$ cat src/rv_monitor_pkg.sv
`default_nettype none

package rv_monitor_pkg;

    localparam int unsigned XLEN       = 32; // data and pc width
    localparam int unsigned REG_ADDR_W = 5;

    // RV32I major opcodes
    typedef enum logic [6:0] {
        OPC_LUI      = 7'b0110111,
        OPC_AUIPC    = 7'b0010111,
        OPC_JAL      = 7'b1101111,
        OPC_JALR     = 7'b1100111,
        OPC_BRANCH   = 7'b1100011,
        OPC_LOAD     = 7'b0000011,
        OPC_STORE    = 7'b0100011,
        OPC_OP_IMM   = 7'b0010011,
        OPC_OP       = 7'b0110011,
        OPC_MISC_MEM = 7'b0001111, // FENCE
        OPC_SYSTEM   = 7'b1110011  // ECALL, EBREAK
    } opcode_e;

    // branch funct3
    localparam logic [2:0] F3_BEQ  = 3'b000;
    localparam logic [2:0] F3_BNE  = 3'b001;
    localparam logic [2:0] F3_BLT  = 3'b100;
    localparam logic [2:0] F3_BGE  = 3'b101;
    localparam logic [2:0] F3_BLTU = 3'b110;
    localparam logic [2:0] F3_BGEU = 3'b111;

    // load funct3
    localparam logic [2:0] F3_LB  = 3'b000;
    localparam logic [2:0] F3_LH  = 3'b001;
    localparam logic [2:0] F3_LW  = 3'b010;
    localparam logic [2:0] F3_LBU = 3'b100;
    localparam logic [2:0] F3_LHU = 3'b101;

    // store funct3
    localparam logic [2:0] F3_SB = 3'b000;
    localparam logic [2:0] F3_SH = 3'b001;
    localparam logic [2:0] F3_SW = 3'b010;

    // alu funct3 needed for legality and the checked group
    localparam logic [2:0] F3_ADD_SUB = 3'b000;
    localparam logic [2:0] F3_SLL     = 3'b001;
    localparam logic [2:0] F3_SR      = 3'b101; // SRL/SRA, SRLI/SRAI
    localparam logic [2:0] F3_XORI    = 3'b100;
    localparam logic [2:0] F3_JALR    = 3'b000;
    localparam logic [2:0] F3_FENCE   = 3'b000;

    localparam logic [6:0] F7_BASE = 7'b0000000;
    localparam logic [6:0] F7_ALT  = 7'b0100000; // SUB, SRA, SRAI

    typedef enum logic [2:0] {
        KIND_XORI    = 3'd0,
        KIND_AUIPC   = 3'd1,
        KIND_JAL     = 3'd2,
        KIND_BLT     = 3'd3,
        KIND_OTHER   = 3'd4, // legal but not value checked
        KIND_ILLEGAL = 3'd5
    } inst_kind_e;

    // failure mask layout
    localparam int unsigned FAIL_W     = 4;
    localparam int unsigned FAIL_VALUE = 0;
    localparam int unsigned FAIL_DST   = 1;
    localparam int unsigned FAIL_WE    = 2;
    localparam int unsigned FAIL_PC    = 3;

endpackage

`default_nettype wire

$ cat src/rv_inst_decoder.sv
`timescale 1ns/1ns
`default_nettype none

module rv_inst_decoder (
    input  logic [rv_monitor_pkg::XLEN-1:0]       inst_i,
    output rv_monitor_pkg::inst_kind_e            kind_o,
    output logic [rv_monitor_pkg::REG_ADDR_W-1:0] rd_o,
    output logic [rv_monitor_pkg::XLEN-1:0]       imm_i_o,
    output logic [rv_monitor_pkg::XLEN-1:0]       imm_b_o,
    output logic [rv_monitor_pkg::XLEN-1:0]       imm_j_o,
    output logic [rv_monitor_pkg::XLEN-1:0]       imm_u_o
);

    logic [6:0] opcode;
    logic [2:0] funct3;
    logic [6:0] funct7;
    logic       legal;

    assign opcode = inst_i[6:0];
    assign funct3 = inst_i[14:12];
    assign funct7 = inst_i[31:25];
    assign rd_o   = inst_i[11:7];

    // all immediates sign extended from bit 31
    assign imm_i_o = {{20{inst_i[31]}}, inst_i[31:20]};
    assign imm_b_o = {{20{inst_i[31]}}, inst_i[7], inst_i[30:25], inst_i[11:8], 1'b0};
    assign imm_j_o = {{12{inst_i[31]}}, inst_i[19:12], inst_i[20], inst_i[30:21], 1'b0};
    assign imm_u_o = {inst_i[31:12], 12'b0};

    always_comb begin
        case (opcode)
            rv_monitor_pkg::OPC_LUI,
            rv_monitor_pkg::OPC_AUIPC:  legal = 1'b1;
            rv_monitor_pkg::OPC_JAL:    legal = !inst_i[21]; // offset bit 1 must be clear
            rv_monitor_pkg::OPC_JALR:
                legal = (funct3 == rv_monitor_pkg::F3_JALR) && (inst_i[21:20] == 2'b00);
            rv_monitor_pkg::OPC_BRANCH:
                legal = (funct3 inside {rv_monitor_pkg::F3_BEQ, rv_monitor_pkg::F3_BNE,
                                        rv_monitor_pkg::F3_BLT, rv_monitor_pkg::F3_BGE,
                                        rv_monitor_pkg::F3_BLTU, rv_monitor_pkg::F3_BGEU})
                        && !inst_i[8];
            rv_monitor_pkg::OPC_LOAD:
                legal = funct3 inside {rv_monitor_pkg::F3_LB, rv_monitor_pkg::F3_LH,
                                       rv_monitor_pkg::F3_LW, rv_monitor_pkg::F3_LBU,
                                       rv_monitor_pkg::F3_LHU};
            rv_monitor_pkg::OPC_STORE:
                legal = funct3 inside {rv_monitor_pkg::F3_SB, rv_monitor_pkg::F3_SH,
                                       rv_monitor_pkg::F3_SW};
            rv_monitor_pkg::OPC_OP_IMM: begin
                // only the shift forms constrain the upper bits
                if (funct3 == rv_monitor_pkg::F3_SLL)
                    legal = (funct7 == rv_monitor_pkg::F7_BASE);
                else if (funct3 == rv_monitor_pkg::F3_SR)
                    legal = funct7 inside {rv_monitor_pkg::F7_BASE, rv_monitor_pkg::F7_ALT};
                else
                    legal = 1'b1;
            end
            rv_monitor_pkg::OPC_OP:
                legal = (funct7 == rv_monitor_pkg::F7_BASE) ||
                        ((funct7 == rv_monitor_pkg::F7_ALT) &&
                         (funct3 inside {rv_monitor_pkg::F3_ADD_SUB, rv_monitor_pkg::F3_SR}));
            rv_monitor_pkg::OPC_MISC_MEM:
                legal = (funct3 == rv_monitor_pkg::F3_FENCE) && (inst_i[19:15] == 5'd0) &&
                        (inst_i[11:7] == 5'd0);
            rv_monitor_pkg::OPC_SYSTEM: // bit 20 picks ECALL or EBREAK
                legal = (inst_i[31:21] == 11'd0) && (inst_i[19:7] == 13'd0);
            default:                    legal = 1'b0;
        endcase
    end

    always_comb begin
        if (!legal)
            kind_o = rv_monitor_pkg::KIND_ILLEGAL;
        else if (opcode == rv_monitor_pkg::OPC_OP_IMM && funct3 == rv_monitor_pkg::F3_XORI)
            kind_o = rv_monitor_pkg::KIND_XORI;
        else if (opcode == rv_monitor_pkg::OPC_AUIPC)
            kind_o = rv_monitor_pkg::KIND_AUIPC;
        else if (opcode == rv_monitor_pkg::OPC_JAL)
            kind_o = rv_monitor_pkg::KIND_JAL;
        else if (opcode == rv_monitor_pkg::OPC_BRANCH && funct3 == rv_monitor_pkg::F3_BLT)
            kind_o = rv_monitor_pkg::KIND_BLT;
        else
            kind_o = rv_monitor_pkg::KIND_OTHER;
    end

endmodule

`default_nettype wire

$ cat src/rv_golden_alu.sv
`timescale 1ns/1ns
`default_nettype none

module rv_golden_alu (
    input  logic                                  clk,
    input  logic                                  rst,
    input  logic                                  valid_i,
    input  rv_monitor_pkg::inst_kind_e            kind_i,
    input  logic [rv_monitor_pkg::REG_ADDR_W-1:0] rd_i,
    input  logic [rv_monitor_pkg::XLEN-1:0]       imm_i_i,
    input  logic [rv_monitor_pkg::XLEN-1:0]       imm_b_i,
    input  logic [rv_monitor_pkg::XLEN-1:0]       imm_j_i,
    input  logic [rv_monitor_pkg::XLEN-1:0]       imm_u_i,
    input  logic [rv_monitor_pkg::XLEN-1:0]       pc_i,
    input  logic [rv_monitor_pkg::XLEN-1:0]       rs1_i,
    input  logic [rv_monitor_pkg::XLEN-1:0]       rs2_i,
    input  logic [rv_monitor_pkg::XLEN-1:0]       wb_val_i,
    input  logic [rv_monitor_pkg::REG_ADDR_W-1:0] wb_dst_i,
    input  logic                                  wb_we_i,
    output logic                                  s1_valid_o,
    output rv_monitor_pkg::inst_kind_e            s1_kind_o,
    output logic [rv_monitor_pkg::XLEN-1:0]       s1_pc_o,
    output logic [rv_monitor_pkg::XLEN-1:0]       s1_next_pc_o,
    output logic [rv_monitor_pkg::XLEN-1:0]       s1_exp_val_o,
    output logic [rv_monitor_pkg::REG_ADDR_W-1:0] s1_exp_dst_o,
    output logic                                  s1_exp_we_o,
    output logic [rv_monitor_pkg::XLEN-1:0]       s1_obs_val_o,
    output logic [rv_monitor_pkg::REG_ADDR_W-1:0] s1_obs_dst_o,
    output logic                                  s1_obs_we_o
);

    logic [rv_monitor_pkg::XLEN-1:0] pc_plus4;
    logic [rv_monitor_pkg::XLEN-1:0] exp_val;
    logic [rv_monitor_pkg::XLEN-1:0] next_pc;
    logic                            exp_we;
    logic                            blt_taken;

    assign pc_plus4  = pc_i + 32'd4;
    assign blt_taken = $signed(rs1_i) < $signed(rs2_i);

    always_comb begin
        exp_val = pc_plus4; // link value of JAL
        exp_we  = 1'b0;
        next_pc = pc_plus4;
        case (kind_i)
            rv_monitor_pkg::KIND_XORI: begin
                exp_val = rs1_i ^ imm_i_i; // sign-extended immediate per the ISA
                exp_we  = (rd_i != '0);
            end
            rv_monitor_pkg::KIND_AUIPC: begin
                exp_val = pc_i + imm_u_i;
                exp_we  = (rd_i != '0);
            end
            rv_monitor_pkg::KIND_JAL: begin
                exp_we  = (rd_i != '0);
                next_pc = pc_i + imm_j_i;
            end
            rv_monitor_pkg::KIND_BLT: next_pc = blt_taken ? (pc_i + imm_b_i) : pc_plus4;
            default: ; // no write expected and sequential flow
        endcase
    end

    always_ff @(posedge clk) begin
        if (rst) begin
            s1_valid_o <= 1'b0;
        end else begin
            s1_valid_o <= valid_i;
        end
    end

    always_ff @(posedge clk) begin
        if (valid_i) begin
            s1_kind_o    <= kind_i;
            s1_pc_o      <= pc_i;
            s1_next_pc_o <= next_pc;
            s1_exp_val_o <= exp_val;
            s1_exp_dst_o <= rd_i;
            s1_exp_we_o  <= exp_we;
            s1_obs_val_o <= wb_val_i; // what the core actually retired
            s1_obs_dst_o <= wb_dst_i;
            s1_obs_we_o  <= wb_we_i;
        end
    end

endmodule

`default_nettype wire

$ cat src/rv_flow_tracker.sv
`timescale 1ns/1ns
`default_nettype none

module rv_flow_tracker (
    input  logic                            clk,
    input  logic                            rst,
    input  logic                            s1_valid_i,
    input  logic [rv_monitor_pkg::XLEN-1:0] s1_pc_i,
    input  logic [rv_monitor_pkg::XLEN-1:0] s1_next_pc_i,
    output logic                            pc_mismatch_o
);

    logic                            exp_valid_q; // set once any record has retired
    logic [rv_monitor_pkg::XLEN-1:0] exp_pc_q;

    // compare against the pc promised by the previous retirement
    assign pc_mismatch_o = s1_valid_i && exp_valid_q && (s1_pc_i != exp_pc_q);

    always_ff @(posedge clk) begin
        if (rst) begin
            exp_valid_q <= 1'b0;
        end else if (s1_valid_i) begin
            exp_valid_q <= 1'b1;
        end
    end

    // idle cycles keep the expectation untouched
    always_ff @(posedge clk) begin
        if (s1_valid_i) begin
            exp_pc_q <= s1_next_pc_i;
        end
    end

endmodule

`default_nettype wire

$ cat src/rv_result_compare.sv
`timescale 1ns/1ns
`default_nettype none

module rv_result_compare (
    input  logic                                  clk,
    input  logic                                  rst,
    input  logic                                  s1_valid_i,
    input  rv_monitor_pkg::inst_kind_e            s1_kind_i,
    input  logic [rv_monitor_pkg::XLEN-1:0]       s1_exp_val_i,
    input  logic [rv_monitor_pkg::REG_ADDR_W-1:0] s1_exp_dst_i,
    input  logic                                  s1_exp_we_i,
    input  logic [rv_monitor_pkg::XLEN-1:0]       s1_obs_val_i,
    input  logic [rv_monitor_pkg::REG_ADDR_W-1:0] s1_obs_dst_i,
    input  logic                                  s1_obs_we_i,
    input  logic                                  pc_mismatch_i,
    output logic                                  chk_valid_o,
    output logic [rv_monitor_pkg::FAIL_W-1:0]     chk_fail_o,
    output logic                                  chk_illegal_o
);

    logic                              value_checked;
    logic                              we_checked;
    logic [rv_monitor_pkg::FAIL_W-1:0] fail_mask;

    // value and destination only for the computed group
    assign value_checked = s1_kind_i inside {rv_monitor_pkg::KIND_XORI,
                                             rv_monitor_pkg::KIND_AUIPC,
                                             rv_monitor_pkg::KIND_JAL};
    assign we_checked    = (s1_kind_i != rv_monitor_pkg::KIND_OTHER);

    always_comb begin
        fail_mask = '0;
        fail_mask[rv_monitor_pkg::FAIL_VALUE] = value_checked && (s1_obs_val_i != s1_exp_val_i);
        fail_mask[rv_monitor_pkg::FAIL_DST]   = value_checked && (s1_obs_dst_i != s1_exp_dst_i);
        fail_mask[rv_monitor_pkg::FAIL_WE]    = we_checked && (s1_obs_we_i != s1_exp_we_i);
        fail_mask[rv_monitor_pkg::FAIL_PC]    = pc_mismatch_i;
    end

    // flags are only non-zero alongside a valid output
    always_ff @(posedge clk) begin
        if (rst) begin
            chk_valid_o   <= 1'b0;
            chk_fail_o    <= '0;
            chk_illegal_o <= 1'b0;
        end else begin
            chk_valid_o   <= s1_valid_i;
            chk_fail_o    <= s1_valid_i ? fail_mask : '0;
            chk_illegal_o <= s1_valid_i && (s1_kind_i == rv_monitor_pkg::KIND_ILLEGAL);
        end
    end

endmodule

`default_nettype wire

$ cat src/rv_retire_monitor.sv
`timescale 1ns/1ns
`default_nettype none

module rv_retire_monitor (
    input  logic                                  clk,
    input  logic                                  rst,
    input  logic                                  retire_valid_i,
    input  logic [rv_monitor_pkg::XLEN-1:0]       retire_pc_i,
    input  logic [rv_monitor_pkg::XLEN-1:0]       retire_inst_i,
    input  logic [rv_monitor_pkg::XLEN-1:0]       retire_rs1_i,
    input  logic [rv_monitor_pkg::XLEN-1:0]       retire_rs2_i,
    input  logic [rv_monitor_pkg::XLEN-1:0]       retire_wb_val_i,
    input  logic [rv_monitor_pkg::REG_ADDR_W-1:0] retire_wb_dst_i,
    input  logic                                  retire_wb_we_i,
    output logic                                  chk_valid_o,
    output logic [rv_monitor_pkg::FAIL_W-1:0]     chk_fail_o,
    output logic                                  chk_illegal_o
);

    rv_monitor_pkg::inst_kind_e            dec_kind;
    logic [rv_monitor_pkg::REG_ADDR_W-1:0] dec_rd;
    logic [rv_monitor_pkg::XLEN-1:0]       dec_imm_i;
    logic [rv_monitor_pkg::XLEN-1:0]       dec_imm_b;
    logic [rv_monitor_pkg::XLEN-1:0]       dec_imm_j;
    logic [rv_monitor_pkg::XLEN-1:0]       dec_imm_u;

    logic                                  s1_valid;
    rv_monitor_pkg::inst_kind_e            s1_kind;
    logic [rv_monitor_pkg::XLEN-1:0]       s1_pc;
    logic [rv_monitor_pkg::XLEN-1:0]       s1_next_pc;
    logic [rv_monitor_pkg::XLEN-1:0]       s1_exp_val;
    logic [rv_monitor_pkg::REG_ADDR_W-1:0] s1_exp_dst;
    logic                                  s1_exp_we;
    logic [rv_monitor_pkg::XLEN-1:0]       s1_obs_val;
    logic [rv_monitor_pkg::REG_ADDR_W-1:0] s1_obs_dst;
    logic                                  s1_obs_we;
    logic                                  pc_mismatch;

    rv_inst_decoder u_decoder (
        .inst_i  (retire_inst_i),
        .kind_o  (dec_kind),
        .rd_o    (dec_rd),
        .imm_i_o (dec_imm_i),
        .imm_b_o (dec_imm_b),
        .imm_j_o (dec_imm_j),
        .imm_u_o (dec_imm_u)
    );

    // stage 1 holds golden results next to the observed ones
    rv_golden_alu u_golden (
        .clk          (clk),
        .rst          (rst),
        .valid_i      (retire_valid_i),
        .kind_i       (dec_kind),
        .rd_i         (dec_rd),
        .imm_i_i      (dec_imm_i),
        .imm_b_i      (dec_imm_b),
        .imm_j_i      (dec_imm_j),
        .imm_u_i      (dec_imm_u),
        .pc_i         (retire_pc_i),
        .rs1_i        (retire_rs1_i),
        .rs2_i        (retire_rs2_i),
        .wb_val_i     (retire_wb_val_i),
        .wb_dst_i     (retire_wb_dst_i),
        .wb_we_i      (retire_wb_we_i),
        .s1_valid_o   (s1_valid),
        .s1_kind_o    (s1_kind),
        .s1_pc_o      (s1_pc),
        .s1_next_pc_o (s1_next_pc),
        .s1_exp_val_o (s1_exp_val),
        .s1_exp_dst_o (s1_exp_dst),
        .s1_exp_we_o  (s1_exp_we),
        .s1_obs_val_o (s1_obs_val),
        .s1_obs_dst_o (s1_obs_dst),
        .s1_obs_we_o  (s1_obs_we)
    );

    rv_flow_tracker u_flow (
        .clk           (clk),
        .rst           (rst),
        .s1_valid_i    (s1_valid),
        .s1_pc_i       (s1_pc),
        .s1_next_pc_i  (s1_next_pc),
        .pc_mismatch_o (pc_mismatch)
    );

    // stage 2 registers the report
    rv_result_compare u_compare (
        .clk           (clk),
        .rst           (rst),
        .s1_valid_i    (s1_valid),
        .s1_kind_i     (s1_kind),
        .s1_exp_val_i  (s1_exp_val),
        .s1_exp_dst_i  (s1_exp_dst),
        .s1_exp_we_i   (s1_exp_we),
        .s1_obs_val_i  (s1_obs_val),
        .s1_obs_dst_i  (s1_obs_dst),
        .s1_obs_we_i   (s1_obs_we),
        .pc_mismatch_i (pc_mismatch),
        .chk_valid_o   (chk_valid_o),
        .chk_fail_o    (chk_fail_o),
        .chk_illegal_o (chk_illegal_o)
    );

endmodule

`default_nettype wire

$ cat config.mk
export PLATFORM = sky130hd
export DESIGN_NAME = rv_retire_monitor
export DESIGN_NICKNAME = d
export VERILOG_FILES = /design/src/rv_monitor_pkg.sv /design/src/rv_inst_decoder.sv /design/src/rv_golden_alu.sv /design/src/rv_flow_tracker.sv /design/src/rv_result_compare.sv /design/src/rv_retire_monitor.sv
export SDC_FILE = /design/constraint.sdc
export NUM_CORES = 1
export LEC_CHECK = 0
export BUFFER_PORTS_ARGS = -buffer_cell sky130_fd_sc_hd__buf_2
export CORE_ASPECT_RATIO = 0.5
export CORE_UTILIZATION = 30
export CTS_CLUSTER_SIZE = 20
export DETAILED_ROUTE_END_ITERATION = 10
export PLACE_DENSITY = 0.58
export SLEW_MARGIN = 25
export SYNTH_ARGS = -nofsm -noshare
export SYNTH_HDL_FRONTEND = slang
export SYNTH_SLANG_ARGS = --single-unit
$ cat constraint.sdc
create_clock -name clk -period 3.34 [get_ports clk]
set_input_delay 0.167 -clock clk [delete_from_list [all_inputs] [get_ports clk]]
set_output_delay 0.167 -clock clk [all_outputs]
set_load 0.03 [all_outputs]
==> impl_metrics.py <==
metrics = {
    "setup_path": {
        "rr_startpoint": "u_golden.s1_exp_val_o[20]$_DFFE_PP_",
        "crit_start": "retire_pc_i[18]",
        "crit_buf_inv": 3,
        "rrSetupSlack_ns": 1.40,
        "reg2reg_to": "u_compare.chk_fail_o[0]$_SDFF_PP0_",
        "critPathMostFrequentCell": "o21ai_0",
        "endpoint": "u_golden.s1_exp_val_o[29]$_DFFE_PP_",
        "path_cells": "dlygate4sd3_1 -> buf_2 -> ha_1 -> nand4_1 -> o21ai_0 -> a31oi_1 -> o31ai_1 -> nor2_1 -> o31a_1 -> o21ai_0 -> buf_4",
        "cp_slowest_cell": "dlygate4sd3_1",
        "cp-start-kind": "primary input",
        "required_ns": 3.65,
        "r2r_cells": 4,
        "worstPathArrival_ns": 3.55,
        "cp.depth": 11,
        "critPathKind": "primary input to flip-flop",
        "critical-path-max-stage-delay_ns": 0.53,
        "cp_max_fo": 9,
        "crit_family": "compound AO/OA/AOI/OAI gates",
        "crit_path_end_kind": "flip-flop",
    },
    "timing": {
        "slew_violations": 0,
        "finalHoldViolations": 0,
        "fin_crit_ns": 3.24,
        "setup_tns_ns": 0,
        "skew_ns": 0.0150,
        "worst_pin_slew_ns": 0.866,
        "timing.fmax_mhz": 309,
        "finalSetupViolCount": 0,
        "slew_headroom_pct": 41.7,
        "fin_crit_sh_pct": 96.9,
        "rsz0062_at_grt": "false",
    },
    "floorplan": {
        "num_rows": 52,
        "dieArea_mm2": 0.0423,
        "top_level_ports": 175,
        "die_width_um": 290,
        "initial_core_util_pct": 30.6,
        "fp.coreArea_mm2": 0.0407,
        "fp.dieH_um": 146,
    },
    "route": {
        "postRouteAntennaNets": 0,
        "dr.pass1.iters": 5,
        "wl_per_cell_um": 20.7,
        "drtIter0Drc": 851,
        "num_vias": 10500,
        "wirelength_um": 41900,
        "drc_errors": 0,
        "vias_per_cell": 5.19,
    },
    "layout": {
        "multi_input_area_mm2": 0.00666,
        "final_cell_mix": "edfxtp_1, buf_2, xnor2_1",
        "final_common_cell": "edfxtp_1",
        "drive_gt1_share_pct": 18.9,
        "fillCellCount": 3974,
        "design_area_mm2": 0.0153,
        "final_nets": 1729,
        "regArea_mm2": 0.00539,
        "syn2layout_area_growth_pct": 23.0,
    },
    "global_route": {
        "grt_pass1_wl_um": 61800,
        "antenna_found_initial": 1,
        "first_global_vias": 10100,
        "grt-ovfl-total": 0,
        "grtUsageTotal_pct": 19.6,
        "grt_max_degree": 72,
    },
    "cts": {
        "numCtsBuffers": 17,
        "cts_buffer_depth": 2,
        "cts_root_buf": "clkbuf_16",
        "htreeDepth": 4,
        "clk_pin_slew_ns": 0.07,
        "clock_latency_ns": 0.46,
        "cts_setup_buffers": 0,
        "cts_tree": "built",
        "cts_sinks": 182,
    },
    "place": {
        "hpwl_um": 33500,
        "gp_congestion": 0.934,
        "numPortBuffers": 174,
        "placed_area_mm2": 0.0142,
    },
    "synth": {
        "synth_edf_count": 174,
        "yosysSeqAreaShare_pct": 43.3,
        "ys.warnings.count": 0,
        "ys_ff_latch": 182,
        "async_reset_ff_share_pct": 0,
        "synthCells": 1222,
        "syn_nets": 1480,
        "avgSynthCellArea_um2": 10.2,
        "ys.flop_type": "edfxtp_1",
        "synth.distinct_cells": 72,
        "synth_area_mm2": 0.0124,
    },
    "pwr": {
        "internal_power_uw": 4450,
        "pwr-share-comb_pct": 23.3,
        "swShare_pct": 29.8,
        "p_clk_share_pct": 32.8,
        "power.net_switching_uw": 1890,
        "ir_drop_uv": 337,
        "p_seq_share_pct": 43.9,
        "powerDensity_mw_per_mm2": 415,
        "leakage_uw": 0.00597,
        "power_uw": 6340,
    },
    "run": {
        "cap_viol_max_count": 0,
    },
    "min_path": {
        "hold_class": "primary input to flip-flop",
    },
    "outcome": {
        "status": "finished, final reports clean",
    },
}
[flip-flops by register name, summed over array words and instances (netlist names)]
| register | count |
|---|---|
| u_flow.exp_pc_q | 32 |
| u_compare.chk_fail_o | 4 |
| u_golden.s1_obs_we_o | 1 |
| u_golden.s1_exp_val_o | 32 |
| u_golden.s1_obs_val_o | 32 |
| u_compare.chk_valid_o | 1 |
| u_golden.s1_next_pc_o | 32 |
| u_golden.s1_exp_we_o | 1 |
| u_golden.s1_pc_o | 31 |
| u_golden.s1_kind_o | 3 |
| u_golden.s1_valid_o | 1 |
| u_compare.chk_illegal_o | 1 |
| u_golden.s1_obs_dst_o | 5 |
| u_golden.s1_exp_dst_o | 5 |
| u_flow.exp_valid_q | 1 |
[how the worst min path moves through the flow]
stage / start / endpoint / slack, ns / depth (start not counted)
floorplan: rst / u_golden.s1_valid_o$_SDFF_PP0_ / 0.24 / 1
global placement: retire_wb_val_i[0] / u_golden.s1_obs_val_o[0]$_DFFE_PP_ / 0.35 / 1
detailed placement: retire_wb_val_i[5] / u_golden.s1_obs_val_o[5]$_DFFE_PP_ / 0.35 / 1
CTS: retire_pc_i[15] / u_golden.s1_pc_o[15]$_DFFE_PP_ / 0.0002 / 1
global route: retire_pc_i[26] / u_golden.s1_pc_o[26]$_DFFE_PP_ / 0.002 / 1
finish: retire_pc_i[19] / u_golden.s1_pc_o[19]$_DFFE_PP_ / 0.02 / 1
[cells by family (layout without fill, tap and decap cells)]
| group | Yosys count | after routing | synth area share (%) |
|---|---|---|---|
| AND/OR/NAND/NOR | 328 | 328 | 13.1 |
| AO/OA/AOI/OAI | 327 | 327 | 17.6 |
| XOR/XNOR | 184 | 184 | 13.0 |
| flip-flops | 182 | 182 | 43.3 |
| buffers and inverters | 106 | 368 | 3.43 |
| adder cells (fa/ha/maj) | 89 | 89 | 9.13 |
| multiplexers | 6 | 6 | 0.493 |
| other | 0 | 1 | 0 |
[layer usage]
metal  part of all wire, %  vias to the layer above  track usage (%)  routed length (µm)
li1                      -                     5078                -                   -
met1                    45                     5106             25.8               19000
met2                    48                      275             33.5               20300
met3                   4.7                       41             3.45                1970
met4                   1.5                        0             4.60                 619
met5                     0                        -                0                   0
[Yosys cell counts, types with 10 or more instances]
cell type	instances	share of area [%]
edfxtp_1	174	42
xnor2_1	121	8.5
nand2_1	90	2.7
ha_1	86	8.6
a21oi_1	76	3.1
nor2_1	72	2.2
inv_1	65	2.0
xor2_1	63	4.4
o21ai_0	62	2.5
nand3_1	41	1.6
o221ai_1	32	2.3
clkbuf_1	29	0.87
nand4_1	27	1.4
a21o_1	26	1.6
nor3_1	18	0.72
a22oi_1	13	0.78
a31oi_1	13	0.65
and3_1	13	0.65
nor4_1	13	0.65
nor2b_1	11	0.55
a211oi_1	10	0.60
[per-stage QoR]
step	cells	util (%)	hold WS (ns)	setup WS (ns)
finish	2025	37.6	0.0151	0.104
CTS	2023	37.6	0.000190	0.207
detailed placement	1943	34.9	0.346	-0.0459
global placement	1943	34.9	0.345	-0.0337
floorplan	1222	-	0.239	0.670
global route	2024	37.6	0.00206	0.0278
[repair_timing]
item	CTS	global route
endpoints found under the setup margin	0	3
hold buffers	48	1
gates resized for setup	0	4
endpoints found under the hold margin	50	1
[power groups by stage]
stage / logic [µW] / registers [µW] / clock network [µW]
floorplan: 854 / 2820 / 0
global placement: 1410 / 2840 / 0
detailed placement: 1410 / 2840 / 0
CTS: 1460 / 2790 / 2120
global route: 1610 / 2800 / 2190
finish: 1480 / 2790 / 2080
[area by class of cell]
| cell class | instances | area share, % |
|---|---|---|
| antenna | 1 | 0.0164 |
| clock buffer | 18 | 2.81 |
| clock inverter | 14 | 1.10 |
| inverter | 65 | 1.59 |
| multi-input combinational | 934 | 43.5 |
| sequential | 182 | 35.2 |
| tap | 540 | 4.42 |
| timing repair buffer | 271 | 11.4 |
(Power assumes the default switching activity.)
